[src/design/CorePkg.sv]
// Shared RV32I definitions; the core has no M extension, no CSR and no exceptions
package CorePkg;

  localparam int DataWidth = 32;
  localparam int RegCount = 32;
  localparam int DataMemWords = 256;
  localparam logic [DataWidth-1:0] ResetPc = 32'h0000_0000;

  typedef logic [4:0] RegAddr;

  localparam RegAddr RegNone = 5'd0;

  // Major opcodes, bits 6:0 of the instruction
  typedef enum logic [6:0] {
    OpcOpImm  = 7'b0010011,
    OpcOp     = 7'b0110011,
    OpcLui    = 7'b0110111,
    OpcAuipc  = 7'b0010111,
    OpcJal    = 7'b1101111,
    OpcJalr   = 7'b1100111,
    OpcBranch = 7'b1100011,
    OpcLoad   = 7'b0000011,
    OpcStore  = 7'b0100011
  } OpCode;

  typedef enum logic [3:0] {
    AluAdd = 4'd0,
    AluSub,
    AluSll,
    AluSlt,
    AluSltu,
    AluXor,
    AluSrl,
    AluSra,
    AluOr,
    AluAnd,
    AluPassB
  } AluCode;

  typedef enum logic [1:0] {
    SelReg = 2'd0,
    SelImm,
    SelPc,
    SelZero
  } OperandSel;

  typedef enum logic [2:0] {
    BrNone = 3'd0,
    BrEq,
    BrNe,
    BrLt,
    BrGe,
    BrLtu,
    BrGeu
  } BrCode;

  typedef enum logic [2:0] {
    MemNone = 3'd0,
    MemByte,
    MemHalf,
    MemWord,
    MemByteU,
    MemHalfU
  } MemWidth;

  typedef enum logic [1:0] {
    StFetch,
    StExecute,
    StMemory,
    StWriteback
  } CoreState;

  typedef struct packed {
    AluCode    aluCode;
    OperandSel op1Sel;
    OperandSel op2Sel;
    BrCode     brCode;
    MemWidth   memWidth;
    logic      wEnable;
    logic      isJump;
    logic      isJalr;
    logic      isLoad;
    logic      isStore;
    logic      isBubble;
  } OpInfo;

endpackage

[src/design/DecodeBus.sv]
// Decoder results; only valid while the instruction register holds a fetched word
`timescale 1ns/1ps

interface DecodeBus;

  CorePkg::RegAddr rs1Addr;
  CorePkg::RegAddr rs2Addr;
  CorePkg::RegAddr rdAddr;
  logic [CorePkg::DataWidth-1:0] imm;
  CorePkg::OpInfo opInfo;

  modport producer (output rs1Addr, output rs2Addr, output rdAddr, output imm,
                    output opInfo);

  modport consumer (input rs1Addr, input rs2Addr, input rdAddr, input imm,
                    input opInfo);

endinterface

[src/design/Alu.sv]
// RV32I integer ALU; shift amounts use the low 5 bits of the second operand
`timescale 1ns/1ps

module Alu (
  DecodeBus.consumer                    bus,
  input  logic [CorePkg::DataWidth-1:0] pc,
  input  logic [CorePkg::DataWidth-1:0] rs1Data,
  input  logic [CorePkg::DataWidth-1:0] rs2Data,
  output logic [CorePkg::DataWidth-1:0] aluResult
);

  logic [CorePkg::DataWidth-1:0] opA;
  logic [CorePkg::DataWidth-1:0] opB;
  logic [4:0] shamt;

  always_comb begin
    case (bus.opInfo.op1Sel)
      CorePkg::SelReg: opA = rs1Data;
      CorePkg::SelImm: opA = bus.imm;
      CorePkg::SelPc:  opA = pc;
      default:         opA = '0;
    endcase
    case (bus.opInfo.op2Sel)
      CorePkg::SelReg: opB = rs2Data;
      CorePkg::SelImm: opB = bus.imm;
      CorePkg::SelPc:  opB = pc;
      default:         opB = '0;
    endcase
  end

  assign shamt = opB[4:0];

  always_comb begin
    case (bus.opInfo.aluCode)
      CorePkg::AluAdd:  aluResult = opA + opB;
      CorePkg::AluSub:  aluResult = opA - opB;
      CorePkg::AluSll:  aluResult = opA << shamt;
      CorePkg::AluSlt:  aluResult = {31'b0, $signed(opA) < $signed(opB)};
      CorePkg::AluSltu: aluResult = {31'b0, opA < opB};
      CorePkg::AluXor:  aluResult = opA ^ opB;
      CorePkg::AluSrl:  aluResult = opA >> shamt;
      CorePkg::AluSra:  aluResult = $unsigned($signed(opA) >>> shamt);
      CorePkg::AluOr:   aluResult = opA | opB;
      CorePkg::AluAnd:  aluResult = opA & opB;
      default:          aluResult = opB;
    endcase
  end

endmodule

[src/flat_wrapper.sv]
// flat-port wrapper written by rule: the top's interface ports become plain ports
module Alu_flat 
  (pc, rs1Data, rs2Data, aluResult, bus_rs1Addr, bus_rs2Addr, bus_rdAddr, bus_imm, bus_opInfo);
  DecodeBus bus_i ();
  input  logic [CorePkg::DataWidth-1:0] pc;
  input  logic [CorePkg::DataWidth-1:0] rs1Data;
  input  logic [CorePkg::DataWidth-1:0] rs2Data;
  output logic [CorePkg::DataWidth-1:0] aluResult;
  input wire logic [$bits(bus_i.rs1Addr)-1:0] bus_rs1Addr;
  input wire logic [$bits(bus_i.rs2Addr)-1:0] bus_rs2Addr;
  input wire logic [$bits(bus_i.rdAddr)-1:0] bus_rdAddr;
  input wire logic [$bits(bus_i.imm)-1:0] bus_imm;
  input wire logic [$bits(bus_i.opInfo)-1:0] bus_opInfo;
  assign bus_i.rs1Addr = bus_rs1Addr;
  assign bus_i.rs2Addr = bus_rs2Addr;
  assign bus_i.rdAddr = bus_rdAddr;
  assign bus_i.imm = bus_imm;
  assign bus_i.opInfo = bus_opInfo;
  Alu u_core (.bus(bus_i), .pc(pc), .rs1Data(rs1Data), .rs2Data(rs2Data), .aluResult(aluResult));
endmodule
[config.mk]
export PLATFORM = sky130hd
export DESIGN_NAME = Alu_flat
export DESIGN_NICKNAME = d
export VERILOG_FILES = /design/src/design/CorePkg.sv /design/src/design/DecodeBus.sv /design/src/design/Alu.sv /design/src/flat_wrapper.sv
export SDC_FILE = /design/constraint.sdc
export NUM_CORES = 1
export LEC_CHECK = 0
export ABC_AREA = 1
export BUFFER_PORTS_ARGS = -buffer_cell sky130_fd_sc_hd__buf_2
export CORE_ASPECT_RATIO = 2
export CORE_MARGIN = 5
export CORE_UTILIZATION = 60
export DETAILED_ROUTE_END_ITERATION = 10
export PLACE_DENSITY = 0.81
export SLEW_MARGIN = 20
export SYNTH_ARGS = -nofsm -noshare
export SYNTH_HDL_FRONTEND = slang
export SYNTH_SLANG_ARGS = --single-unit
[constraint.sdc]
create_clock -name vclk -period 5.25
set_clock_uncertainty 0.1 [all_clocks]
set_input_delay 0.7875 -clock vclk [all_inputs]
set_output_delay 0.7875 -clock vclk [all_outputs]
set_load 0.005 [all_outputs]
==> results of run 1 <==
## metrics by stage
step	cell area, um^2	instances	hold slack [ns]
after CTS	13400	2826	2.00
after detailed placement	13400	2826	1.99
after global placement	13400	2826	1.99
after floorplan	11200	2341	1.73
## cell families after synthesis
logic type               Yosys count  synth area share
XOR/XNOR                           2           0.00157
AO/OA/AOI/OAI                    346             0.179
buffers and inverters            388             0.139
AND/OR/NAND/NOR                 1506             0.568
adder cells (fa/ha/maj)           99             0.112
## per-layer routing
metal / track usage / overflow
met1: 0.577 / 0
met4: 0.647 / 4
met3: 0.348 / 1
met2: 0.844 / 7
met5: 0.0429 / 0
==> flow_metrics.env, run 1 <==
export IMPL_synth_cell_types=47
export IMPL_synth_seq_area_share=0
export IMPL_cts_hold_fix_buffers=0
export IMPL_error_message="[ERROR GRT-0116] Global routing finished with congestion. Check the congestion regions in the DRC Viewer."
export IMPL_cts_resized=0
export IMPL_synth_area_top_cells="nand2_1, nand3_1, ha_1, nor2_1, inv_1"
export IMPL_synth_most_common_cell="nand2_1"
export IMPL_place_congestion=1.34
export IMPL_overflow=12
export IMPL_synth_nets=2603
export IMPL_post_cts_buffers=0
export IMPL_grt_pass1_vias=18562
export IMPL_die_x_um=106
export IMPL_yosys_area_top_type="nand2_1"
export IMPL_port_buffers=168
export IMPL_rows=70
export IMPL_fp_dieH_um=203
export IMPL_initial_core_util=0.609
export IMPL_synth_avg_cell_area_um2=4.77
export IMPL_grt_pass1_wl_um=102000
export IMPL_syn_cell_area_mm2=0.0112
export IMPL_synthTopCellsByCount="nand2_1, nand3_1, nor2_1, inv_1, a21oi_1"
export IMPL_ios=195
export IMPL_haltStage="global routing (5_1_grt)"
export IMPL_post_dp_hpwl_um=49200
export IMPL_synth_top_area_frac=0.264
export IMPL_status="aborted with a tool error"
export IMPL_grt_total_usage=0.602
export IMPL_syn_instance_count=2341
export IMPL_grt_max_degree=69
export IMPL_yosysWarnings=0
export IMPL_pre_cts_slack_ns=0.189
==> run 2: changes to the inputs <==
- CORE_ASPECT_RATIO: 2 -> default
- CORE_UTILIZATION: 60 -> 40
- PLACE_DENSITY: 0.81 -> default
- PLACE_DENSITY_LB_ADDON: default -> 0.15
==> run 2 against run 1 <==
Compared with the run above:
- the flow now finishes without violations
- synthesized area is the same
- synthesized cell count is the same
==> flow_metrics.env, run 2 <==
export IMPL_post_drt_wl_per_cell_um=22.2
export IMPL_status="finished clean"
export IMPL_grt_pass1_vias=16177
export IMPL_cap_violations=0
export IMPL_clockBufferCount=0
export IMPL_yosysWarnings=0
export IMPL_post_dp_hpwl_um=55100
export IMPL_synth_cell_types=47
export IMPL_tightest_slew_ns=0.775
export IMPL_crit_arrival_ns=4.24
export IMPL_period_minus_slack_ns=5.13
export IMPL_syn2layout_area_growth_pct=22.3
export IMPL_syn_cell_area_mm2=0.0112
export IMPL_dr_pass1_iters=6
export IMPL_synth_nets=2603
export IMPL_seq_cell_count=0
export IMPL_dr_total_vias=17532
export IMPL_rows=61
export IMPL_timing_hold_ws_ns=2.09
export IMPL_routed_wl_um=66200
export IMPL_cts_hold_fix_buffers=0
export IMPL_layout_commonest_cell="nand2_1"
export IMPL_power_total_w=0.00219
export IMPL_final_layout_size_suffix_gt1_frac=0.163
export IMPL_die_x_um=177
export IMPL_dieArea_mm2=0.0313
export IMPL_ir_worst_vdd_mv=0.0532
export IMPL_cp_required_ns=4.36
export IMPL_setup_viol=0
export IMPL_initial_core_util=0.404
export IMPL_drtAntennaViolNets=0
export IMPL_cp_max_fo=30
export IMPL_synthTopCellsByCount="nand2_1, nand3_1, nor2_1, inv_1, a21oi_1"
export IMPL_powerDensity_mw_per_mm2=161
export IMPL_grt_max_degree=69
export IMPL_grt_pass1_wl_um=96400
export IMPL_viasPerCell=5.88
export IMPL_ios=195
export IMPL_synth_area_top_cells="nand2_1, nand3_1, ha_1, nor2_1, inv_1"
export IMPL_final_cell_mix="nand2_1, nand3_1, inv_1"
export IMPL_fp_dieH_um=177
export IMPL_drv_slew=0
export IMPL_overflow=0
export IMPL_worstHoldStart="bus_imm[23]"
export IMPL_nets=2864
export IMPL_cp_start_kind="primary input"
export IMPL_final_hold_viol_count=0
export IMPL_drtIter0Drc=2731
export IMPL_antenna_found_initial=1
export IMPL_route_detailed_drc=0
export IMPL_synth_seq_area_share=0
export IMPL_grt_total_usage=0.403
export IMPL_synth_avg_cell_area_um2=4.77
export IMPL_holdCritPathClass="in -> out"
export IMPL_place_congestion=1.11
export IMPL_fmax_mhz=195
export IMPL_whs_path_depth=6
export IMPL_port_buffers=168
export IMPL_critPathCaptureType="primary output"
export IMPL_path_class="in -> out"
export IMPL_worstHoldEndpoint="aluResult[23]"
export IMPL_synth_top_area_frac=0.264
export IMPL_core_area_mm2=0.0276
export IMPL_syn_instance_count=2341
export IMPL_power_leakage_nw=7.87
export IMPL_maxSlewHeadroom=0.483
export IMPL_seq_area_um2=0
export IMPL_synth_most_common_cell="nand2_1"
export IMPL_yosys_area_top_type="nand2_1"
export IMPL_period_share=0.977
==> run 2: cell counts after synthesis <==
Identical to the previous run, type by type.
==> run 2: critical path: stages <==
cell	delay (ns)
buf_2	0.15
inv_1	0.09
nor2_2	0.14
buf_12	0.21
nand2_1	0.08
nand3_1	0.24
inv_1	0.11
ha_1	0.44
inv_1	0.23
nand2_1	0.14
nor2_1	0.15
inv_1	0.10
nor2_1	0.24
nand4_1	0.21
nand4_1	0.14
nand3_1	0.08
nand2_1	0.15
inv_1	0.06
nand3_1	0.11
nor2_1	0.06
nor2_1	0.16
buf_2	0.15
==> run 2: what timing repair did <==
action                                  4_1_cts  5_1_grt
endpoints found under the setup margin        0       18
buffers inserted                              0        1
resized for setup                             0       21
==> run 2: layer usage <==
metal / track usage / part of all wire / wire [um] / vias to the layer above
met4: 0.199 / 0.063 / 4170 / 0
met3: 0.0970 / 0.12 / 8040 / 212
li1: - / - / - / 8160
met5: 0 / 0 / 0 / -
met1: 0.518 / 0.39 / 25900 / 7945
met2: 0.631 / 0.42 / 28000 / 1215
==> run 2: metrics by stage <==
step                area, um^2  cells  utilization  worst slack [ns]   TNS, ns
floorplan                11200   2341            -             0.927         0
global placement         13500   2977        0.490            0.0944         0
detailed placement       13500   2977        0.490            0.0532         0
CTS                      13500   2977        0.490            0.0469         0
global route             13600   2978        0.494          -0.00107  -0.00107
finish                   13600   2980        0.494             0.120         0
==> run 2: area by class of cell <==
class              instances  area, um^2
inverters                273        1020
well taps                378         473
repair buffers           374        2440
fillers                 3139       14000
diodes                     2        5.00
multi-input cells       1953        9700
==> run 2: cell families after synthesis <==
| logic type | count (synthesis) | synth area share |
|---|---|---|
| AND/OR/NAND/NOR | 1506 | 0.568 |
| buffers and inverters | 388 | 0.139 |
| AO/OA/AOI/OAI | 346 | 0.179 |
| adder cells (fa/ha/maj) | 99 | 0.112 |
| XOR/XNOR | 2 | 0.00157 |
==> run 2: report_power, final <==
group          switching, W     internal [W]         total, W  leakage (nW)
Sequential                0                0                0             0
Clock                     0  0.0000000000584  0.0000000000584    0.00000862
Combinational       0.00146         0.000734          0.00219          7.87
Total               0.00146         0.000734          0.00219          7.87
==> run 2: worst max-delay path by stage <==
stage               depth (start not counted)            end      startpoint
detailed placement                         20  aluResult[18]  bus_opInfo[12]
global placement                           22  aluResult[20]  bus_opInfo[13]
floorplan                                  19  aluResult[19]  bus_opInfo[12]
CTS                                        20  aluResult[18]  bus_opInfo[12]
finish                                     22  aluResult[18]  bus_opInfo[12]
global route                               23  aluResult[21]  bus_opInfo[12]
Power figures use the tool's default switching activity.
