--- config.mk ---
export PLATFORM = sky130hd
export DESIGN_NAME = BranchUnit_flat
export DESIGN_NICKNAME = d
export VERILOG_FILES = /design/src/design/CorePkg.sv /design/src/design/DecodeBus.sv /design/src/design/BranchUnit.sv /design/src/flat_wrapper.sv
export SDC_FILE = /design/constraint.sdc
export NUM_CORES = 1
export LEC_CHECK = 0
export CAP_MARGIN = 5
export CORE_AREA = 2 2 51 53
export DETAILED_ROUTE_END_ITERATION = 12
export DIE_AREA = 0 0 53 55
export DONT_BUFFER_PORTS = 1
export PLACE_DENSITY = 0.55
export SETUP_SLACK_MARGIN = 0.5
export SLEW_MARGIN = 25
export SYNTH_ARGS = -nofsm -noshare
export SYNTH_HDL_FRONTEND = slang
export SYNTH_SLANG_ARGS = --single-unit
export TNS_END_PERCENT = 30
--- constraint.sdc ---
create_clock -name vclk -period 4.2
set_clock_uncertainty 0.1 [all_clocks]
set_input_delay 0.42 -clock vclk [all_inputs]
set_output_delay 0.42 -clock vclk [all_outputs]
set_load 0.03 [all_outputs]
--- src/design/CorePkg.sv ---
// Shared RV32I definitions; the core has no M extension, no CSR and no exceptions
package CorePkg;

  localparam int DataWidth = 32;
  localparam int RegCount = 32;
  localparam int DataMemWords = 256;
  localparam logic [DataWidth-1:0] ResetPc = 32'h0000_0000;

  typedef logic [4:0] RegAddr;

  localparam RegAddr RegNone = 5'd0;

  // Major opcodes, bits 6:0 of the instruction
  typedef enum logic [6:0] {
    OpcOpImm  = 7'b0010011,
    OpcOp     = 7'b0110011,
    OpcLui    = 7'b0110111,
    OpcAuipc  = 7'b0010111,
    OpcJal    = 7'b1101111,
    OpcJalr   = 7'b1100111,
    OpcBranch = 7'b1100011,
    OpcLoad   = 7'b0000011,
    OpcStore  = 7'b0100011
  } OpCode;

  typedef enum logic [3:0] {
    AluAdd = 4'd0,
    AluSub,
    AluSll,
    AluSlt,
    AluSltu,
    AluXor,
    AluSrl,
    AluSra,
    AluOr,
    AluAnd,
    AluPassB
  } AluCode;

  typedef enum logic [1:0] {
    SelReg = 2'd0,
    SelImm,
    SelPc,
    SelZero
  } OperandSel;

  typedef enum logic [2:0] {
    BrNone = 3'd0,
    BrEq,
    BrNe,
    BrLt,
    BrGe,
    BrLtu,
    BrGeu
  } BrCode;

  typedef enum logic [2:0] {
    MemNone = 3'd0,
    MemByte,
    MemHalf,
    MemWord,
    MemByteU,
    MemHalfU
  } MemWidth;

  typedef enum logic [1:0] {
    StFetch,
    StExecute,
    StMemory,
    StWriteback
  } CoreState;

  typedef struct packed {
    AluCode    aluCode;
    OperandSel op1Sel;
    OperandSel op2Sel;
    BrCode     brCode;
    MemWidth   memWidth;
    logic      wEnable;
    logic      isJump;
    logic      isJalr;
    logic      isLoad;
    logic      isStore;
    logic      isBubble;
  } OpInfo;

endpackage

--- src/design/DecodeBus.sv ---
// Decoder results; only valid while the instruction register holds a fetched word
`timescale 1ns/1ps

interface DecodeBus;

  CorePkg::RegAddr rs1Addr;
  CorePkg::RegAddr rs2Addr;
  CorePkg::RegAddr rdAddr;
  logic [CorePkg::DataWidth-1:0] imm;
  CorePkg::OpInfo opInfo;

  modport producer (output rs1Addr, output rs2Addr, output rdAddr, output imm,
                    output opInfo);

  modport consumer (input rs1Addr, input rs2Addr, input rdAddr, input imm,
                    input opInfo);

endinterface

--- src/design/BranchUnit.sv ---
// Branch condition only; the target is computed in CoreControl
`timescale 1ns/1ps

module BranchUnit (
  DecodeBus.consumer                    bus,
  input  logic [CorePkg::DataWidth-1:0] rs1Data,
  input  logic [CorePkg::DataWidth-1:0] rs2Data,
  output logic                          taken
);

  always_comb begin
    case (bus.opInfo.brCode)
      CorePkg::BrEq:  taken = rs1Data == rs2Data;
      CorePkg::BrNe:  taken = rs1Data != rs2Data;
      CorePkg::BrLt:  taken = $signed(rs1Data) < $signed(rs2Data);
      CorePkg::BrGe:  taken = $signed(rs1Data) >= $signed(rs2Data);
      CorePkg::BrLtu: taken = rs1Data < rs2Data;
      CorePkg::BrGeu: taken = rs1Data >= rs2Data;
      default:        taken = 1'b0;
    endcase
  end

endmodule

--- src/flat_wrapper.sv ---
// flat-port wrapper written by rule: the top's interface ports become plain ports
module BranchUnit_flat 
  (rs1Data, rs2Data, taken, bus_rs1Addr, bus_rs2Addr, bus_rdAddr, bus_imm, bus_opInfo);
  DecodeBus bus_i ();
  input  logic [CorePkg::DataWidth-1:0] rs1Data;
  input  logic [CorePkg::DataWidth-1:0] rs2Data;
  output logic taken;
  input wire logic [$bits(bus_i.rs1Addr)-1:0] bus_rs1Addr;
  input wire logic [$bits(bus_i.rs2Addr)-1:0] bus_rs2Addr;
  input wire logic [$bits(bus_i.rdAddr)-1:0] bus_rdAddr;
  input wire logic [$bits(bus_i.imm)-1:0] bus_imm;
  input wire logic [$bits(bus_i.opInfo)-1:0] bus_opInfo;
  assign bus_i.rs1Addr = bus_rs1Addr;
  assign bus_i.rs2Addr = bus_rs2Addr;
  assign bus_i.rdAddr = bus_rdAddr;
  assign bus_i.imm = bus_imm;
  assign bus_i.opInfo = bus_opInfo;
  BranchUnit u_core (.bus(bus_i), .rs1Data(rs1Data), .rs2Data(rs2Data), .taken(taken));
endmodule
; Word level (Yosys, flattened, before mapping)
; Index checks and enable logic that the tools add are counted.
[totals]
output_inout_bits = 1
wordCells = 13
inputBits = 131
regBits = 0
[classes]
muxes = 1
n_eq_ne = 8
order_cmp = 4
[ops]
columns = cell, count
row1 = 32-bit >= comparator, 2
row2 = 32-bit less-than comparator, 2
row3 = 32-bit == test, 1
row4 = 32-bit != test, 1
row5 = "3-bit == test, second input constant", 3
row6 = "3-bit by 2-bit == test with 1-bit output, second input constant", 2
row7 = 1-bit one-hot mux with 6 select lines, 1
row8 = "3-bit by 1-bit == test with 1-bit output, second input constant", 1

; Logic depth before layout (Yosys ltp)
; Gate-level depths: netlist of the first run.
[depth]
word_depth = 2
depth_mapped = 9
depth_no_buf = 9

; Least setup slack after synthesis of the first run
; No wires, ideal clock.
[synth_timing]
path_type = input port to output port
from = input port rs2Data[5] (netlist bit)
to = output port taken
path_buffers = 0
required_time_ns = 3.680
arrival_time_ns = 2.488
setup_slack_ns = 1.192
cell_stages = 9
path_cell_list = inv_1 ha_1 a21o_1 a21o_1 a2111oi_4 o21ai_2 or4_1 a31o_1 o211a_1
[synth_via]
elab_chain_cells = 2
elab_cells_between_ends = 7
classes_between = 4 x order compare / 2 x eq/ne / 1 x mux
[synth_rtl]
columns = element, line_no
row1 = start: declaration, flat_wrapper.sv:6  ; input logic [CorePkg::DataWidth-1:0] rs2Data;
row2 = 32-bit >= comparator (tied with other cells), BranchUnit.sv:18  ; CorePkg::BrGeu: taken = rs1Data >= rs2Data;
row3 = 1-bit one-hot mux with 6 select lines (*), BranchUnit.sv:12  ; case (bus.opInfo.brCode)
row4 = end: declaration, flat_wrapper.sv:7  ; output logic taken;
; Every way passes the cells marked *; elsewhere a longest branch is shown, timed or not.

; Worst setup path in the final report of the first run
; Ends and elaborated chain as after synthesis.

==> results.cfg, run 1 <==
[outcome]
status = completed

[final_layout]
layout_common_cells = 37 x inv_1, 32 x ha_1, 9 x a21oi_1, 8 x nand2_1, 5 x nand4_1
finalInstanceArea_um2 = 970
finalNetCount = 293
seqCellArea_um2 = 0
syn_to_final_growth_pct = 4.03
drive_gt1_frac = 0.0391
diodes = 0
clkbuf_count = 0
final_common_cell = inv_1
seq_cells = 0

[synthesis]
synth_nets = 291
synthAdderAreaFrac = 0.430
ys_types = 29
netlist_area_um2 = 932
synth-compound-area-share = 0.226
synth_top_cell_area_share = 0.430
synth_top_area_cell = ha_1
syn_area_per_cell_um2 = 7.28
synth_cells = 128
ys_seq_area_frac = 0
synthMuxAreaShare = 0.0215
yosys.area_share.simple = 0.174
yosysWarnings = 0
yosys-top-cells-area = ha_1 43%, inv_1 15%, a21oi_1 4.8%, nand4_1 3.4%, nand2_1 3.2%
synth_top_family_by_area = adder cells
synth_xor_area_frac = 0

[global_routing]
grt.overflow.total = 0
track_usage = 0.125
grt_pass1_vias = 784
grt_max_degree = 6
grt_pass1_wl_mm = 2.85
antenna_found_initial = 0

[timing]
fmax_mhz = 322
finalHoldViolations = 0
setup_ws_ns = 1.10
whs_ns = 1.13
tns_ns = 0
fin_crit_sh = 0.739
min_period_ns = 3.10
max-slew-margin-rel = 0.588
rsz0062_at_grt = false
slew_viol_final = 0
tightest_slew_ns = 0.617
setup_viol = 0

[hold_path]
hold_class = primary input to output port
hp-start = bus_opInfo[11]

[route]
drtPass1Iterations = 2
routed-via-count = 845
viasPerCell = 5.35
finalWirelength_mm = 1.89
wl_per_cell_um = 12.0
ant_nets = 0
drc = 0
first_iter_violations = 5

[placed_design]
port_buffers = 0
place_ws_ns = 1.07
dp_hpwl_mm = 1.88
place_area_um2 = 970
gp_congestion = 0.658

[power]
total_power_uw = 81.3
ir_drop_v = 0.0000352
power_leakage_nw = 0.590
clkPwrFrac = 0
power_frac_seq = 0
p_per_area_nw_per_um2 = 83.8
p_sw_frac = 0.529
p_int_uw = 38.3
p_sw_uw = 43.0
combPwrFrac = 1.000

[worst_setup_path]
crit_start = rs2Data[5]
cp.required_ns = 3.68
worst-path-max-fanout = 5
critPathCaptureType = output port
arrival_ns = 2.58
crit_path_start_kind = primary input
crit_type = primary input to output port

[floorplanning]
die_w_um = 53
core_um2 = 2360
start_util = 0.394
die_y_um = 55
num_rows = 18
ios = 132
die-area_um2 = 2920

[clocking]
ctsHoldBuffers = 0
post_cts_buffers = 0
cts-resized-gates = 0

[flow_run]
maxCapViolations = 0
[synth_stat cells, drive strengths merged]
library cell	instances
a2111oi	1
a21oi	9
inv	37
o21ai	5
mux2i	2
a21o	4
nand2	8
o32ai	1
nand4	5
nor2	3
and3	1
o21a	1
nand2b	2
and4	2
ha	32
or4	1
nand3	2
nor4	2
a211oi	1
and2	2
nor3	1
o31ai	1
a31o	1
a221oi	3
o211a	1
[power by group through the flow]
stage / Sequential (mW) / Clock, mW / Combinational (mW)
2_1_floorplan: 0 / 0 / 0.0681
3_3_place_gp: 0 / 0 / 0.0783
3_5_place_dp: 0 / 0 / 0.0828
4_1_cts: 0 / 0 / 0.0830
5_1_grt: 0 / 0 / 0.0974
6_report: 0 / 0 / 0.0813
[cells by family after synthesis]
family                     count (synthesis)
buffers and inverters                     37
adders and majority gates                 32
and+or+nand+nor                           29
AOI/OAI and AO/OA                         28
muxes                                      2
[metal layers]
metal  global-route usage  share of wire  vias up  routed length [um]
met4                    0              0        0                   0
li1                     -              -      450                   -
met1                0.136           0.44      343                 836
met2                0.256           0.43       52                 814
met5                    0              0        -                   0
met3               0.0323           0.13        0                 243
[path summary, 6_finish.rpt]
check | slack (ns) | endpoint | cells after the start
setup / recovery | 1.10 | taken | 9
hold / removal | 1.13 | taken | 2
[area by class of cell]
| type | count | area (um^2) |
|---|---|---|
| fill | 252 | 1400 |
| multi-input combinational | 91 | 793 |
| inverter | 37 | 139 |
| tap | 30 | 37.5 |
[critical path, cell delays in order]
cell       delay (ns)
inv_1            0.02
ha_1             0.28
a21o_1           0.18
a21o_1           0.19
a2111oi_4        0.36
o21ai_2          0.15
or4_1            0.52
a31o_1           0.23
o211a_1          0.23
[metrics by stage]
| stage | instances | util |
|---|---|---|
| after global placement | 158 | 0.410 |
| after CTS | 158 | 0.410 |
| after floorplan | 128 | - |
| after global routing | 158 | 0.410 |
| after detailed placement | 158 | 0.410 |
| final | 158 | 0.410 |
Power figures use the tool's default switching activity.
==> run 2, diff against run 1 <==
- ABC_AREA: unset -> 1
- CORE_AREA: 2 2 51 53 -> 2 2 50 52
- DIE_AREA: 0 0 53 55 -> 0 0 52 54
- PLACE_DENSITY: 0.55 -> 0.61
- clock period: 4.2 -> 2.6 ns (I/O delays scaled with it)
==> results.cfg, run 2 <==
[outcome]
status = completed

[final_layout]
diodes = 0
layout_common_cells = 44 x inv_1, 35 x nand2_1, 25 x ha_1, 10 x a21oi_1, 8 x nand3_1
drive_gt1_frac = 0.162
finalNetCount = 332
final_common_cell = inv_1
finalInstanceArea_um2 = 1170
clkbuf_count = 0
seqCellArea_um2 = 0
syn_to_final_growth_pct = 20.2
seq_cells = 0

[timing]
setup_viol = 0
max-slew-margin-rel = 0.869
min_period_ns = 1.98
rsz0062_at_grt = false
setup_ws_ns = 0.617
fin_crit_sh = 0.763
whs_ns = 0.668
tightest_slew_ns = 0.194
slew_viol_final = 0
fmax_mhz = 504
tns_ns = 0
finalHoldViolations = 0

[synthesis]
netlist_area_um2 = 975
synth_commonest_cells = 45 x inv_1, 39 x nand2_1, 32 x ha_1
yosys-top-cells-area = ha_1 41%, inv_1 17%, nand2_1 15%, a21oi_1 7.2%, nand3_1 4.6%
ys_seq_area_frac = 0
ys_types = 15
synth_top_cell_area_share = 0.411
synth_most_common_cell = inv_1
synth_nets = 329
synth_top_area_cell = ha_1
syn_area_per_cell_um2 = 5.87
synth_cells = 166
yosysWarnings = 0

[placed_design]
port_buffers = 0
place_ws_ns = 0.422
gp_congestion = 0.670
place_area_um2 = 1010
dp_hpwl_mm = 1.84

[hold_path]
hp-start = bus_opInfo[10]
min_delay_path_depth = 3
hold_class = primary input to output port
hold_end = taken

[floorplanning]
die_w_um = 52
die-area_um2 = 2810
die_y_um = 54
core_um2 = 2320
num_rows = 18
ios = 132
start_util = 0.420

[route]
routed-via-count = 1004
drtPass1Iterations = 2
ant_nets = 0
wl_per_cell_um = 10.9
first_iter_violations = 4
viasPerCell = 5.10
finalWirelength_mm = 2.15
drc = 0

[power]
p_sw_uw = 92.0
power_leakage_nw = 0.707
p_sw_frac = 0.542
total_power_uw = 170
p_int_uw = 77.7
ir_drop_v = 0.0000692
power_frac_seq = 0
clkPwrFrac = 0
p_per_area_nw_per_um2 = 145
combPwrFrac = 1.000

[worst_setup_path]
crit_type = primary input to output port
crit_path_start_kind = primary input
cp.required_ns = 2.24
critPathCaptureType = output port
arrival_ns = 1.62
worst-path-max-fanout = 4

[global_routing]
track_usage = 0.131
grt_pass1_wl_mm = 2.95
antenna_found_initial = 0
grt_max_degree = 5
grt_pass1_vias = 868
grt.overflow.total = 0

[clocking]
ctsHoldBuffers = 0

[flow_run]
maxCapViolations = 0
==> run 2: cell types whose count changed after synthesis, moves of 3 or more <==
cell      previous run  this run
nor2_1               3        11
a21oi_1              9        14
inv_1               37        45
nand2_2              0         3
a221oi_1             3         0
nand3_1              2         9
nand2_1              8        39
nand4_1              5         2
==> run 2: worst max path at each step <==
stage / from / endpoint / depth (start not counted)
after global routing: rs2Data[25] / taken / 13
after CTS: rs2Data[31] / taken / 13
after detailed placement: rs2Data[31] / taken / 13
after global placement: rs2Data[31] / taken / 13
after floorplan: rs2Data[31] / taken / 13
final: rs2Data[29] / taken / 13
==> run 2: through the flow <==
stage / utilization / std cells
finish: 0.505 / 197
global route: 0.505 / 197
CTS: 0.444 / 196
detailed placement: 0.436 / 196
global placement: 0.436 / 196
floorplan: - / 166
==> run 2: area by class of cell <==
class | count | area, um^2
fill | 241 | 1150
inverter | 45 | 169
multi-input combinational | 121 | 957
tap | 30 | 37.5
timing repair buffer | 1 | 7.51
==> run 2: metal layers <==
metal / GRT usage / wire (um) / up-vias
li1: - / - / 527
met1: 0.137 / 907 / 421
met2: 0.264 / 988 / 56
met3: 0.0444 / 259 / 0
met4: 0 / 0 / 0
met5: 0 / 0 / -
==> run 2: cells by family (layout without fill, tap and decap cells) <==
family | Yosys count | after routing | share of synthesized area
buffers and inverters | 45 | 46 | 0.173
adder cells (fa/ha/maj) | 32 | 32 | 0.411
AO/OA/AOI/OAI | 20 | 20 | 0.110
AND/OR/NAND/NOR | 69 | 69 | 0.306
==> run 2: power by group through the flow <==
stage | sequential (mW) | combinational, mW | clock (mW)
2_1_floorplan | 0 | 0.114 | 0
3_3_place_gp | 0 | 0.130 | 0
3_5_place_dp | 0 | 0.136 | 0
4_1_cts | 0 | 0.140 | 0
5_1_grt | 0 | 0.198 | 0
6_report | 0 | 0.170 | 0
==> run 2: worst max-delay path, cell delays in order <==
cell,delay (ns)
inv_1,0.04
ha_4,0.27
nand2_2,0.06
nor2_4,0.11
nand2_2,0.08
nor3b_4,0.23
nand2_2,0.10
nand2_1,0.07
o21ai_1,0.06
inv_1,0.05
nand2_1,0.05
nor2_2,0.12
nand3_4,0.14
==> run 2: timing repair <==
item                                    CTS  global route
endpoints found under the setup margin    1             1
buffers inserted                          0             1
hold endpoints to repair                  0             0
pin swaps                                 2            15
gates resized for setup                   2            23
