### config.mk
export PLATFORM = sky130hd
export DESIGN_NAME = CoreControl_flat
export DESIGN_NICKNAME = d
export VERILOG_FILES = /design/src/design/CorePkg.sv /design/src/design/DecodeBus.sv /design/src/design/CoreControl.sv /design/src/flat_wrapper.sv
export SDC_FILE = /design/constraint.sdc
export NUM_CORES = 1
export LEC_CHECK = 0
export CAP_MARGIN = 25
export CELL_PAD_IN_SITES_DETAIL_PLACEMENT = 0
export CELL_PAD_IN_SITES_GLOBAL_PLACEMENT = 1
export CORE_AREA = 2 2 142 144
export DETAILED_ROUTE_END_ITERATION = 6
export DIE_AREA = 0 0 144 146
export DONT_BUFFER_PORTS = 1
export PLACE_DENSITY = 0.62
export SYNTH_ARGS = -nofsm -noshare
export SYNTH_HDL_FRONTEND = slang
export SYNTH_SLANG_ARGS = --single-unit
### constraint.sdc
create_clock -name clk -period 4.3 [get_ports clk]
set_clock_uncertainty 0.15 [all_clocks]
set_input_delay 0.215 -clock clk [delete_from_list [all_inputs] [get_ports clk]]
set_output_delay 0.215 -clock clk [all_outputs]
set_load 0.01 [all_outputs]
### src/design/CorePkg.sv
// Shared RV32I definitions; the core has no M extension, no CSR and no exceptions
package CorePkg;

  localparam int DataWidth = 32;
  localparam int RegCount = 32;
  localparam int DataMemWords = 256;
  localparam logic [DataWidth-1:0] ResetPc = 32'h0000_0000;

  typedef logic [4:0] RegAddr;

  localparam RegAddr RegNone = 5'd0;

  // Major opcodes, bits 6:0 of the instruction
  typedef enum logic [6:0] {
    OpcOpImm  = 7'b0010011,
    OpcOp     = 7'b0110011,
    OpcLui    = 7'b0110111,
    OpcAuipc  = 7'b0010111,
    OpcJal    = 7'b1101111,
    OpcJalr   = 7'b1100111,
    OpcBranch = 7'b1100011,
    OpcLoad   = 7'b0000011,
    OpcStore  = 7'b0100011
  } OpCode;

  typedef enum logic [3:0] {
    AluAdd = 4'd0,
    AluSub,
    AluSll,
    AluSlt,
    AluSltu,
    AluXor,
    AluSrl,
    AluSra,
    AluOr,
    AluAnd,
    AluPassB
  } AluCode;

  typedef enum logic [1:0] {
    SelReg = 2'd0,
    SelImm,
    SelPc,
    SelZero
  } OperandSel;

  typedef enum logic [2:0] {
    BrNone = 3'd0,
    BrEq,
    BrNe,
    BrLt,
    BrGe,
    BrLtu,
    BrGeu
  } BrCode;

  typedef enum logic [2:0] {
    MemNone = 3'd0,
    MemByte,
    MemHalf,
    MemWord,
    MemByteU,
    MemHalfU
  } MemWidth;

  typedef enum logic [1:0] {
    StFetch,
    StExecute,
    StMemory,
    StWriteback
  } CoreState;

  typedef struct packed {
    AluCode    aluCode;
    OperandSel op1Sel;
    OperandSel op2Sel;
    BrCode     brCode;
    MemWidth   memWidth;
    logic      wEnable;
    logic      isJump;
    logic      isJalr;
    logic      isLoad;
    logic      isStore;
    logic      isBubble;
  } OpInfo;

endpackage

### src/design/DecodeBus.sv
// Decoder results; only valid while the instruction register holds a fetched word
`timescale 1ns/1ps

interface DecodeBus;

  CorePkg::RegAddr rs1Addr;
  CorePkg::RegAddr rs2Addr;
  CorePkg::RegAddr rdAddr;
  logic [CorePkg::DataWidth-1:0] imm;
  CorePkg::OpInfo opInfo;

  modport producer (output rs1Addr, output rs2Addr, output rdAddr, output imm,
                    output opInfo);

  modport consumer (input rs1Addr, input rs2Addr, input rdAddr, input imm,
                    input opInfo);

endinterface

### src/design/CoreControl.sv
// One instruction in flight: 2 cycles, stores 3, loads 4; fetchData must answer in the same cycle
`timescale 1ns/1ps

module CoreControl (
  input  logic                          clk,
  input  logic                          reset,
  input  logic [31:0]                   fetchData,
  input  logic [CorePkg::DataWidth-1:0] aluResult,
  input  logic [CorePkg::DataWidth-1:0] loadData,
  input  logic                          taken,
  DecodeBus.consumer                    bus,
  output logic [CorePkg::DataWidth-1:0] fetchAddr,
  output logic [31:0]                   instB,
  output logic [CorePkg::DataWidth-1:0] pc,
  output logic                          regWrite,
  output logic [CorePkg::DataWidth-1:0] regWriteData,
  output logic                          memRead,
  output logic                          memWrite,
  output logic                          retire,
  output logic [CorePkg::DataWidth-1:0] retirePc,
  output logic                          retireWrite,
  output CorePkg::RegAddr               retireRd,
  output logic [CorePkg::DataWidth-1:0] retireData
);

  CorePkg::CoreState state;
  logic memOp;
  logic [CorePkg::DataWidth-1:0] pcPlus4;
  logic [CorePkg::DataWidth-1:0] nextPc;

  assign memOp = bus.opInfo.isLoad || bus.opInfo.isStore;
  assign pcPlus4 = pc + 32'd4;

  always_ff @(posedge clk) begin
    if (reset) begin
      state <= CorePkg::StFetch;
      pc <= CorePkg::ResetPc;
    end else begin
      case (state)
        CorePkg::StFetch:   state <= CorePkg::StExecute;
        CorePkg::StExecute: state <= memOp ? CorePkg::StMemory : CorePkg::StFetch;
        CorePkg::StMemory:  state <= bus.opInfo.isLoad ? CorePkg::StWriteback : CorePkg::StFetch;
        default:            state <= CorePkg::StFetch;
      endcase
      if (retire) begin
        pc <= nextPc;
      end
    end
  end

  always_ff @(posedge clk) begin
    if (state == CorePkg::StFetch) begin
      instB <= fetchData;
    end
  end

  always_comb begin
    if (bus.opInfo.isJalr) begin
      nextPc = {aluResult[CorePkg::DataWidth-1:1], 1'b0};
    end else if (bus.opInfo.isJump || taken) begin
      nextPc = pc + bus.imm;
    end else begin
      nextPc = pcPlus4;
    end
  end

  // Writeback source
  always_comb begin
    if (bus.opInfo.isJump) begin
      regWriteData = pcPlus4;
    end else if (bus.opInfo.isLoad) begin
      regWriteData = loadData;
    end else begin
      regWriteData = aluResult;
    end
  end

  assign fetchAddr = pc;

  assign retire = (state == CorePkg::StExecute && !memOp) ||
                  (state == CorePkg::StMemory && bus.opInfo.isStore) ||
                  (state == CorePkg::StWriteback);

  // x0 destinations are dropped here
  assign regWrite = retire && bus.opInfo.wEnable && bus.rdAddr != CorePkg::RegNone;

  assign memRead = state == CorePkg::StMemory && bus.opInfo.isLoad;
  assign memWrite = state == CorePkg::StMemory && bus.opInfo.isStore;

  assign retirePc = pc;
  assign retireWrite = regWrite;
  assign retireRd = bus.rdAddr;
  assign retireData = regWriteData;

endmodule

### src/flat_wrapper.sv
// flat-port wrapper written by rule: the top's interface ports become plain ports
module CoreControl_flat 
  (clk, reset, fetchData, aluResult, loadData, taken, fetchAddr, instB, pc, regWrite, regWriteData, memRead, memWrite, retire, retirePc, retireWrite, retireRd, retireData, bus_rs1Addr, bus_rs2Addr, bus_rdAddr, bus_imm, bus_opInfo);
  DecodeBus bus_i ();
  input  logic clk;
  input  logic reset;
  input  logic [31:0] fetchData;
  input  logic [CorePkg::DataWidth-1:0] aluResult;
  input  logic [CorePkg::DataWidth-1:0] loadData;
  input  logic taken;
  output logic [CorePkg::DataWidth-1:0] fetchAddr;
  output logic [31:0] instB;
  output logic [CorePkg::DataWidth-1:0] pc;
  output logic regWrite;
  output logic [CorePkg::DataWidth-1:0] regWriteData;
  output logic memRead;
  output logic memWrite;
  output logic retire;
  output logic [CorePkg::DataWidth-1:0] retirePc;
  output logic retireWrite;
  output CorePkg::RegAddr retireRd;
  output logic [CorePkg::DataWidth-1:0] retireData;
  input wire logic [$bits(bus_i.rs1Addr)-1:0] bus_rs1Addr;
  input wire logic [$bits(bus_i.rs2Addr)-1:0] bus_rs2Addr;
  input wire logic [$bits(bus_i.rdAddr)-1:0] bus_rdAddr;
  input wire logic [$bits(bus_i.imm)-1:0] bus_imm;
  input wire logic [$bits(bus_i.opInfo)-1:0] bus_opInfo;
  assign bus_i.rs1Addr = bus_rs1Addr;
  assign bus_i.rs2Addr = bus_rs2Addr;
  assign bus_i.rdAddr = bus_rdAddr;
  assign bus_i.imm = bus_imm;
  assign bus_i.opInfo = bus_opInfo;
  CoreControl u_core (.clk(clk), .reset(reset), .fetchData(fetchData), .aluResult(aluResult), .loadData(loadData), .taken(taken), .bus(bus_i), .fetchAddr(fetchAddr), .instB(instB), .pc(pc), .regWrite(regWrite), .regWriteData(regWriteData), .memRead(memRead), .memWrite(memWrite), .retire(retire), .retirePc(retirePc), .retireWrite(retireWrite), .retireRd(retireRd), .retireData(retireData));
endmodule
# --- Yosys cells after proc, flatten, opt, wreduce, memory -nomap -nowiden ---
# Cells that the tools add are included.
# W data, S select, Z words.
word_totals:
  register_bits: 66
  input_bits: 166
  out_inout_bits: 202
  elab_cells: 27
op_classes:
  n_eq_ne: 3
  reduce_logical: 12
  add_sub_neg: 2
  muxes: 7
op_table:
  columns: ["cell", "n"]
  rows:
  - ["$mux W32", 4]
  - ["$add A32 B3 Y32 const B", 1]
  - ["$add A32 B32 Y32", 1]
  - ["$pmux W2 S3", 1]
  - ["$logic_and A1 B1 Y1", 5]
  - ["$reduce_bool A5 Y1", 1]
  - ["$eq A2 B2 Y1 const B", 2]
  - ["$logic_or A1 B1 Y1", 4]
  - ["$mux W2", 2]
  - ["$eq A2 B1 Y1 const B", 1]
  - ["$logic_not A2 Y1", 1]
  - ["$logic_not A1 Y1", 1]

# --- Logic depth before layout (Yosys ltp) ---
# Gate-level depths: netlist of run 1.
logic_depth:
  ltp_word: 7
  ltp_mapped: 11
  mapped_depth_nobuf: 11

# --- Worst setup path after synthesis of run 1 ---
# Ideal clock, no wire load.
synth_timing:
  path_kind: "register -> register"
  startpoint: "register u_core.pc (netlist bit u_core.fetchAddr[2])"
  endpoint: "register u_core.pc (netlist bit u_core.fetchAddr[29])"
  required_time_ns: 4.019
  slack_ns: 1.441
  path_stages_with_launch: 11
  synth_period_minus_slack_ns: 2.859
  n_path_buf: 0
  arrival_time_ns: 2.578
  setup_ns: 0.131
  cell_sequence: "dfxtp_1 -> ha_1 -> o211ai_1 -> o21ai_2 -> o2111ai_2 -> a2111oi_2 -> o31ai_2 -> a21oi_1 -> or4_1 -> a31oi_1 -> nor3_1"
synth_via:
  elab_chain_len: 3
  elab_cells_between_ends: 4
  cone_classes: "add/sub: 2; mux: 2"
synth_lines:
  columns: ["item", "line", "source"]
  rows:
  - ["start: declaration", "CoreControl.sv:14", "output logic [CorePkg::DataWidth-1:0] pc,"]
  - ["start signal: assignment", "CoreControl.sv:37", "pc <= CorePkg::ResetPc;"]
  - ["start signal: assignment", "CoreControl.sv:46", "pc <= nextPc;"]
  - ["$add A32 B3 Y32 or $add A32 B32 Y32 (tied branches)", "CoreControl.sv:32, CoreControl.sv:61", null]
  - ["$mux W32 (*)", "CoreControl.sv:60", "end else if (bus.opInfo.isJump || taken) begin"]
  - ["$mux W32 (*)", "CoreControl.sv:58", "if (bus.opInfo.isJalr) begin"]
# Every way passes the cells marked *; elsewhere a longest branch is shown, timed or not.
# A chain may end at the register's enable or synchronous reset.

# --- Final worst setup path of run 1 ---
layout_timing:
  startpoint: "register u_core.pc (netlist bit u_core.fetchAddr[11])"
  endpoint: "register u_core.pc (netlist bit u_core.fetchAddr[26])"
# Same word-level chain as after synthesis.

==> reports/results.ini, run 1 <==
[layout]
fill_cells=1978
instances_no_fill=1016
finish.utilization_pct=35.44
final_area_um2=6852
diodes=0
nets=945
area_growth_pct=6.083
drive_gt1_share_pct=8.256

[die]
initial_utilization_pct=33.40
coreArea_um2=19330
die_y_um=146
ios=368
dieArea_um2=21020
die_w_um=144
rows=51

[placement]
placed_cells_incl_taps=951
dp.final_hpwl_mm=17.10
routabilityCongestion=0.8429
dpl-instance-area_um2=6027
io_buffers=0

[yosys]
yosys_register_bits=66
synth_cell_types=71
synth_edf_count=32
netlist_instances=812
yosysWarnings=0
postSynthAreaPerCell_um2=7.954
async_reset_ff_share_pct=0
synth_seq_area_share_pct=25.42
syn_nets=1011
netlist_area_um2=6459
synth_top_flop_cell=dfxtp_1

[pwr]
cellPowerDensity_nw_per_um2=346.1
ir_drop_mv=0.1523
leakagePower_nw=2.649

[global_route]
grt_usage_pct=21.42
overflow=0
antenna_found_initial=0
grt_pass1_wl_mm=34.51
grt_start_max_net_pins=67
grt_pass1_vias=5677

[setup_path]
cp_num_buf_inv=1
end_kind=flop
r2r_end=u_core.fetchAddr[26]
cp_data_arrival_time_ns=3.75
worstPathCellList=ha_1 -> a21o_1 -> a21o_1 -> a21oi_1 -> o21ai_0 -> a211oi_1 -> nand2_1 -> o31a_1 -> o211ai_1 -> a211oi_1 -> dlygate4sd3_1
slowest_stage=dfxtp_1
worstSetupStartpointType=flop
critPathTopFamily=compound AO/OA/AOI/OAI gates
path_max_fanout=7
r2r_setup_slack_ns=0.62
r2r_start=u_core.fetchAddr[11]
crit_type=reg2reg
rr_worst_depth=11
critPathMaxStageDelay_ns=0.64
required_ns=4.37

[clock_network]
clk_pin_slew_ns=0.07
cts_buffers=9
cts-htree-levels=3
cts_max_path_buffers=2
clock_latency_ns=0.33
cts_root_buf=clkbuf_16
clock-sinks=66
cts_tree=built

[routing]
ant_nets=0
vias=5786
drt-vias-per-instance=5.695
wl_per_cell_um=23.26
drt_iter0_markers=375
drc=0
drt_wl_total_mm=23.63
first_pass_iters=7

[hold_path]
holdCritStartpoint=aluResult[31]
hold_path.class=in2reg
whs_path_depth=3
hold_end=u_core.fetchAddr[31]

[timing]
fin_crit_ns=3.677
rsz0062_at_grt=false
fmax_mhz=271.9
final_max_slew_viol_count=0
finalHoldViolCount=0
final-setup-viol-count=0
slew_headroom_pct=31.31
fin_crit_sh_pct=85.52
worst_pin_slew_ns=1.029
final.setup.tns_ns=0
holdWs_ns=0.008136

[job]
maxCapViolations=0

[status]
outcome=finished, final reports clean

## tightest hold or removal path: stages
cell and delay [ns]:
a221o_1 0.13, nand2_1 0.05, o211ai_1 0.06
## report_power, final
part	switching (mW)	leakage, nW	internal [mW]
sequential	0.101	0.597	0.729
combinational	0.465	1.90	0.270
clock	0.296	0.153	0.511
## kinds of logic (layout without fill, tap and decap cells)
kind of cell    count (synthesis)  count (layout)  synth area share, %
xor+xnor                       52              52                7.052
simple gates                  255             255                18.95
mux                            21              21                3.255
compound gates                228             228                23.75
flops                          66              66                25.42
fa+ha+maj                      33              33                6.509
buf+inv                       157              96                15.07
## synth_stat cells (21+ instances only)
cell / number / area [µm²]
edfxtp_1: 32 / 960.9
a211oi_1: 27 / 202.7
xor2_1: 25 / 219.0
o21ai_0: 44 / 220.2
a21oi_1: 61 / 305.3
dfxtp_1: 34 / 680.7
ha_1: 32 / 400.4
nand3_1: 27 / 135.1
nor2_1: 59 / 221.5
nand2_1: 85 / 319.1
a21o_1: 21 / 157.7
clkbuf_1: 37 / 138.9
buf_4: 102 / 765.7
mux2i_1: 21 / 210.2
xnor2_1: 27 / 236.5
## flip-flops by register name, indices dropped and copies added (netlist names)
| name | flops |
|---|---|
| u_core.fetchAddr | 32 |
| u_core.instB | 32 |
| u_core.state | 2 |
## through the flow
stage,total power [mW],setup WS [ns]
floorplan,1.471,1.441
global route,2.496,0.4134
finish,2.371,0.6226
global placement,1.519,0.9683
detailed placement,1.523,0.9558
CTS,2.390,0.5853
## routing by layer
layer	GRT usage, %	part of all wire (%)	up-vias
li1	-	-	2704
met1	27.67	45	2771
met2	36.07	47	283
met3	4.804	7.1	28
met4	5.147	1.1	0
met5	0	0	-
## layout by cell type (no fill, tap or decap), drive strengths merged, types with 3 or more instances in the layout
master	netlist	final
o31ai	3	3
a21o	21	21
a2111oi	5	5
edfxtp	32	32
clkbuf	37	9
dfxtp	34	34
nand2	86	86
xnor2	27	27
mux2i	21	21
o211ai	16	16
ha	32	32
or4	3	3
a31oi	6	6
dlygate4sd3	0	48
o21ai	49	49
nand2b	4	4
or3	7	7
and2	4	4
a211o	3	3
buf	109	21
o21bai	4	4
nand3	28	28
nor2b	16	16
xor2	25	25
o311ai	3	3
a311oi	4	4
inv	10	12
a211oi	29	29
nor2	60	60
nand4	12	12
a21oi	63	63
o22ai	4	4
and3	11	11
nor3	16	16
## cell type report
cell class,count,area (µm²),area share (%)
clock inverters,7,98.84,1.443
inverters,11,41.29,0.6026
clock buffers,9,225.2,3.287
flip-flops and latches,66,1642,23.96
well taps,265,331.6,4.839
repair buffers,69,650.6,9.496
multi-input cells,589,3862,56.37
## how the worst max path moves through the flow
stage	from	endpoint	slack, ns	depth (start not counted)
finish	u_core.fetchAddr[11]	u_core.fetchAddr[26]	0.62	11
global route	u_core.fetchAddr[11]	u_core.fetchAddr[26]	0.41	11
CTS	u_core.fetchAddr[11]	u_core.fetchAddr[26]	0.59	11
detailed placement	u_core.fetchAddr[0]	u_core.fetchAddr[24]	0.96	11
global placement	u_core.fetchAddr[11]	u_core.fetchAddr[30]	0.97	10
floorplan	u_core.fetchAddr[2]	u_core.fetchAddr[29]	1.44	10
## repair_timing
item                      4_1_cts  5_1_grt
buffers inserted                0        0
resized for setup               0        0
hold buffers                   49        0
hold endpoints to repair       66        0
(Power assumes the default switching activity.)
==> run 2, diff against run 1 <==
- CELL_PAD_IN_SITES_DETAIL_PLACEMENT: 0 -> unset
- CELL_PAD_IN_SITES_GLOBAL_PLACEMENT: 1 -> unset
- CORE_AREA: 2 2 142 144 -> 2 2 143 145
- DIE_AREA: 0 0 144 146 -> 0 0 145 147
- PLACE_DENSITY: 0.62 -> 0.46
==> reports/results.ini, run 2 (synthesis results as in run 1) <==
[status]
outcome=finished, final reports clean

[routing]
vias=5841  ; +0.95%
wl_per_cell_um=23.74  ; +2.1%
ant_nets=0  ; unchanged
drc=0  ; unchanged
first_pass_iters=5  ; -2
drt-vias-per-instance=5.682  ; -0.23%
drt_iter0_markers=291  ; -22%
drt_wl_total_mm=24.41  ; +3.3%

[setup_path]
critPathMaxStageDelay_ns=0.58  ; -0.06 ns
critPathTopFamily=compound AO/OA/AOI/OAI gates
end_kind=flop
worstSetupStartpointType=flop
slowest_stage=dlygate4sd3_1
worstPathCellList=ha_1 -> fa_1 -> a21oi_1 -> o22ai_2 -> a31o_2 -> nand4_1 -> nor3_1 -> o21a_1 -> o21ai_0 -> o211ai_1 -> a211oi_1 -> dlygate4sd3_1
required_ns=4.43  ; +0.06 ns
cp_data_arrival_time_ns=3.87  ; +0.12 ns
cp_num_buf_inv=1  ; unchanged
path_max_fanout=6  ; -1
crit_type=reg2reg

[clock_network]
cts_setup_buffers=0  ; unchanged
cts_buffers=9  ; unchanged
clk_pin_slew_ns=0.07  ; about the same
clock-sinks=66  ; unchanged
cts-htree-levels=3  ; unchanged
cts_max_path_buffers=2  ; unchanged
cts_root_buf=clkbuf_16
cts_tree=built
clock_latency_ns=0.33  ; about the same

[timing]
worst_pin_slew_ns=1.026  ; -0.003497 ns
final.setup.tns_ns=0  ; unchanged
final_max_slew_viol_count=0  ; unchanged
slew_headroom_pct=30.89  ; -0.41 points
fmax_mhz=266.9  ; -1.9%
finalWorstSetupSlack_ns=0.5531  ; -0.06945 ns
finalHoldViolCount=0  ; unchanged
final-setup-viol-count=0  ; unchanged
fin_crit_sh_pct=87.14  ; +1.6 points
rsz0062_at_grt=false
fin_crit_ns=3.747  ; +0.06946 ns

[die]
initial_utilization_pct=32.55  ; -0.86 points
ios=368  ; unchanged
rows=52  ; +2.0%
die_w_um=145  ; +0.69%
dieArea_um2=21320  ; +1.4%
die_y_um=147  ; +0.68%
coreArea_um2=19840  ; +2.6%

[layout]
drive_gt1_share_pct=8.839  ; +0.58 points
final_cell_mix=nand2_1 (85), a21oi_1 (61), nor2_1 (57)
area_growth_pct=6.529
final_area_um2=6880  ; +0.42%
final_common_cell=nand2_1
nets=952  ; +0.74%
diodes=0  ; unchanged

[global_route]
grt_usage_pct=21.85  ; +0.42 points
grt_start_max_net_pins=67  ; unchanged
overflow=0  ; unchanged
antenna_found_initial=0  ; unchanged
grt_pass1_vias=5651  ; -0.46%
grt_pass1_wl_mm=35.79  ; +3.7%

[placement]
dpl-instance-area_um2=6067  ; +0.66%
dpl_worst_slack_ns=0.9897  ; +0.03388 ns
routabilityCongestion=0.9191  ; +9.0%
io_buffers=0  ; unchanged
dp.final_hpwl_mm=18.18  ; +6.3%

[pwr]
leakagePower_nw=2.678  ; +1.1%
ir_drop_mv=0.1569  ; +3.1%
cellPowerDensity_nw_per_um2=339.5  ; -1.9%

[hold_path]
hold_path.class=in2reg

[job]
maxCapViolations=0  ; unchanged

[run 2: per-stage QoR]
stage	hold WS, ns	power [mW]	utilization (%)	cells
CTS	0.009287	2.361	34.67	1028
detailed placement	0.1481	1.539	30.57	962
floorplan	0.1639	1.471	-	812
global route	0.02007	2.463	34.67	1028
global placement	0.1429	1.530	30.48	959
finish	0.01607	2.336	34.67	1028
[run 2: layout make-up]
class	count	area [µm²]
multi-input cells	589	3855
repair buffers	76	701.9
flip-flops and latches	66	1642
inverters	11	41.29
well taps	270	337.8
clock inverters	7	77.57
fillers	2091	12960
clock buffers	9	225.2
[run 2: per-layer routing]
| layer | global-route usage (%) | part of all wire, % | routed length, µm |
|---|---|---|---|
| met2 | 37.31 | 48 | 11670 |
| met3 | 6.646 | 8.4 | 2061 |
| met1 | 27.32 | 43 | 10430 |
| met5 | 0 | 0 | 0 |
| met4 | 4.604 | 1.0 | 248 |
[run 2: report_power, final]
group	switching (mW)	internal [mW]
sequential	0.0994	0.729
combinational	0.475	0.276
clock	0.302	0.454
total	0.876	1.46
[run 2: worst register-to-register path: stages (launching register included)]
cell and delay (ns):
dfxtp_1 0.48, ha_1 0.32, fa_1 0.42, a21oi_1 0.25, o22ai_2 0.16, a31o_2 0.32, nand4_1 0.21, nor3_1 0.10
o21a_1 0.17, o21ai_0 0.22, o211ai_1 0.12, a211oi_1 0.20, dlygate4sd3_1 0.58
[run 2: final timing paths]
path | startpoint | end | cells after the start | slack (ns)
worst max-delay path | u_core.fetchAddr[0] | u_core.fetchAddr[26] | 12 | 0.55
worst min-delay path | aluResult[4] | u_core.fetchAddr[4] | 4 | 0.02
worst max register to register | u_core.fetchAddr[0] | u_core.fetchAddr[26] | 12 | 0.55
worst min register to register | u_core.state[0] | u_core.state[0] | 1 | 0.39
[run 2: repair_timing]
item,4_1_cts,5_1_grt
resized for setup,0,0
endpoints found under the setup margin,0,0
hold buffers,50,0
endpoints found under the hold margin,66,0
==> run 3, diff against run 2 <==
- CTS_BUF_LIST: unset -> sky130_fd_sc_hd__clkbuf_8
==> reports/results.ini, run 3 (synthesis results as in run 1) <==
[status]
outcome=finished, final reports clean

[layout]
nets=955  ; +0.32%
area_growth_pct=5.424
diodes=0  ; unchanged
finish.utilization_pct=34.31  ; -0.36 points
final_common_cell=nand2_1
final_cell_mix=nand2_1 (85), a21oi_1 (61), nor2_1 (57)
drive_gt1_share_pct=8.804  ; -0.035 points

[clock_network]
cts_max_path_buffers=2  ; unchanged
cts_root_buf=clkbuf_8
cts_buffers=9  ; unchanged
cts-htree-levels=3  ; unchanged
cts_tree=built
cts_hold_buf=53  ; +6.0%
cts_setup_buffers=0  ; unchanged
post_cts_resized=0  ; unchanged
clock_latency_ns=0.36  ; +0.03 ns
clock-sinks=66  ; unchanged
clk_pin_slew_ns=0.09  ; +0.02 ns

[timing]
final.setup.tns_ns=0  ; unchanged
worst_pin_slew_ns=1.030  ; +0.004313 ns
finalHoldViolCount=0  ; unchanged
final_max_slew_viol_count=0  ; unchanged
rsz0062_at_grt=false
slew_headroom_pct=30.60  ; -0.29 points
final-setup-viol-count=0  ; unchanged
fmax_mhz=266.7  ; about the same
fin_crit_ns=3.750  ; +0.003213 ns
fin_crit_sh_pct=87.21  ; about the same

[job]
maxCapViolations=0  ; unchanged

[global_route]
antenna_found_initial=0  ; unchanged
grt_start_max_net_pins=67  ; unchanged
overflow=0  ; unchanged
grt_pass1_vias=5636  ; -0.27%
grt_usage_pct=21.81  ; -0.040 points
grt_pass1_wl_mm=35.76  ; about the same

[hold_path]
hold_path.class=in2reg
holdCritStartpoint=aluResult[5]
whs_path_depth=4  ; unchanged

[setup_path]
required_ns=4.46  ; +0.03 ns
cp_data_arrival_time_ns=3.91  ; +0.04 ns
end_kind=flop
rr_worst_depth=12  ; unchanged
worstSetupStartpointType=flop
crit_path_start=u_core.fetchAddr[0]
crit_type=reg2reg
path_max_fanout=6  ; unchanged
slowest_stage=dlygate4sd3_1
worstPathCellList=ha_1 -> fa_1 -> a21oi_1 -> o22ai_2 -> a31o_2 -> nand4_1 -> nor3_1 -> o21a_1 -> o21ai_0 -> o211ai_1 -> a211oi_1 -> dlygate4sd3_1
critPathMaxStageDelay_ns=0.57  ; about the same
r2r_start=u_core.fetchAddr[0]

[routing]
ant_nets=0  ; unchanged
drt-vias-per-instance=5.659  ; -0.41%
drt_iter0_markers=306  ; +5.2%
drc=0  ; unchanged
wl_per_cell_um=23.71  ; -0.14%
first_pass_iters=7  ; +2
drt_wl_total_mm=24.45  ; +0.15%
vias=5834  ; -0.12%

[pwr]
leakagePower_nw=2.645  ; -1.3%
ir_drop_mv=0.1113  ; -29%
cellPowerDensity_nw_per_um2=313.5  ; -7.7%

[placement]
io_buffers=0  ; unchanged
dp.final_hpwl_mm=18.18  ; unchanged
routabilityCongestion=0.9191  ; unchanged

[die]
dieArea_um2=21320  ; unchanged
initial_utilization_pct=32.55  ; unchanged
rows=52  ; unchanged
ios=368  ; unchanged
coreArea_um2=19840  ; unchanged
die_w_um=145  ; unchanged
die_y_um=147  ; unchanged

## run 3: per-layer routing
metal | global-route usage (%) | share of wire, % | vias to the layer above
met5 | 0 | 0 | -
met4 | 4.307 | 0.87 | 0
met3 | 6.522 | 8.1 | 11
met2 | 37.19 | 48 | 283
met1 | 27.49 | 43 | 2812
li1 | - | - | 2728
## run 3: final timing paths
check	endpoint	slack, ns
setup reg to reg	u_core.fetchAddr[26]	0.55
setup / recovery	u_core.fetchAddr[26]	0.55
hold / removal	u_core.fetchAddr[5]	0.01
hold reg to reg	u_core.state[0]	0.40
## run 3: critical path: cells and delay by family, from the launching register on
| family | cells | cell delay (ns) |
|---|---|---|
| compound gates | 7 | 1.45 |
| fa+ha+maj | 2 | 0.75 |
| buf+inv | 1 | 0.57 |
| flops | 1 | 0.49 |
| simple gates | 2 | 0.31 |
## run 3: stage by stage
step | hold WS [ns] | std cells | area, µm² | power (mW) | worst slack [ns]
after CTS | 0.0007429 | 1031 | 6809 | 2.157 | 0.5836
after detailed placement | 0.1481 | 962 | 6067 | 1.539 | 0.9897
after floorplan | 0.1639 | 812 | 6459 | 1.471 | 1.441
after global routing | 0.004265 | 1031 | 6809 | 2.255 | 0.4264
final | 0.01164 | 1031 | 6809 | 2.135 | 0.5499
after global placement | 0.1429 | 959 | 6048 | 1.530 | 1.008
## run 3: where the power goes
| group | switching [mW] | leakage (nW) | total [mW] | internal, mW |
|---|---|---|---|---|
| logic | 0.477 | 1.95 | 0.756 | 0.278 |
| registers | 0.0990 | 0.597 | 0.827 | 0.728 |
| clock network | 0.279 | 0.100 | 0.552 | 0.273 |
| total | 0.856 | 2.64 | 2.13 | 1.28 |
## run 3: cell type report
class,count,area (µm²)
Timing Repair Buffer,79,732.0
Fill cell,2101,13040
Clock buffer,9,123.9
Sequential cell,66,1642
Tap cell,270,337.8
Inverter,11,41.29
Clock inverter,7,77.57
Multi-Input combinational cell,589,3855
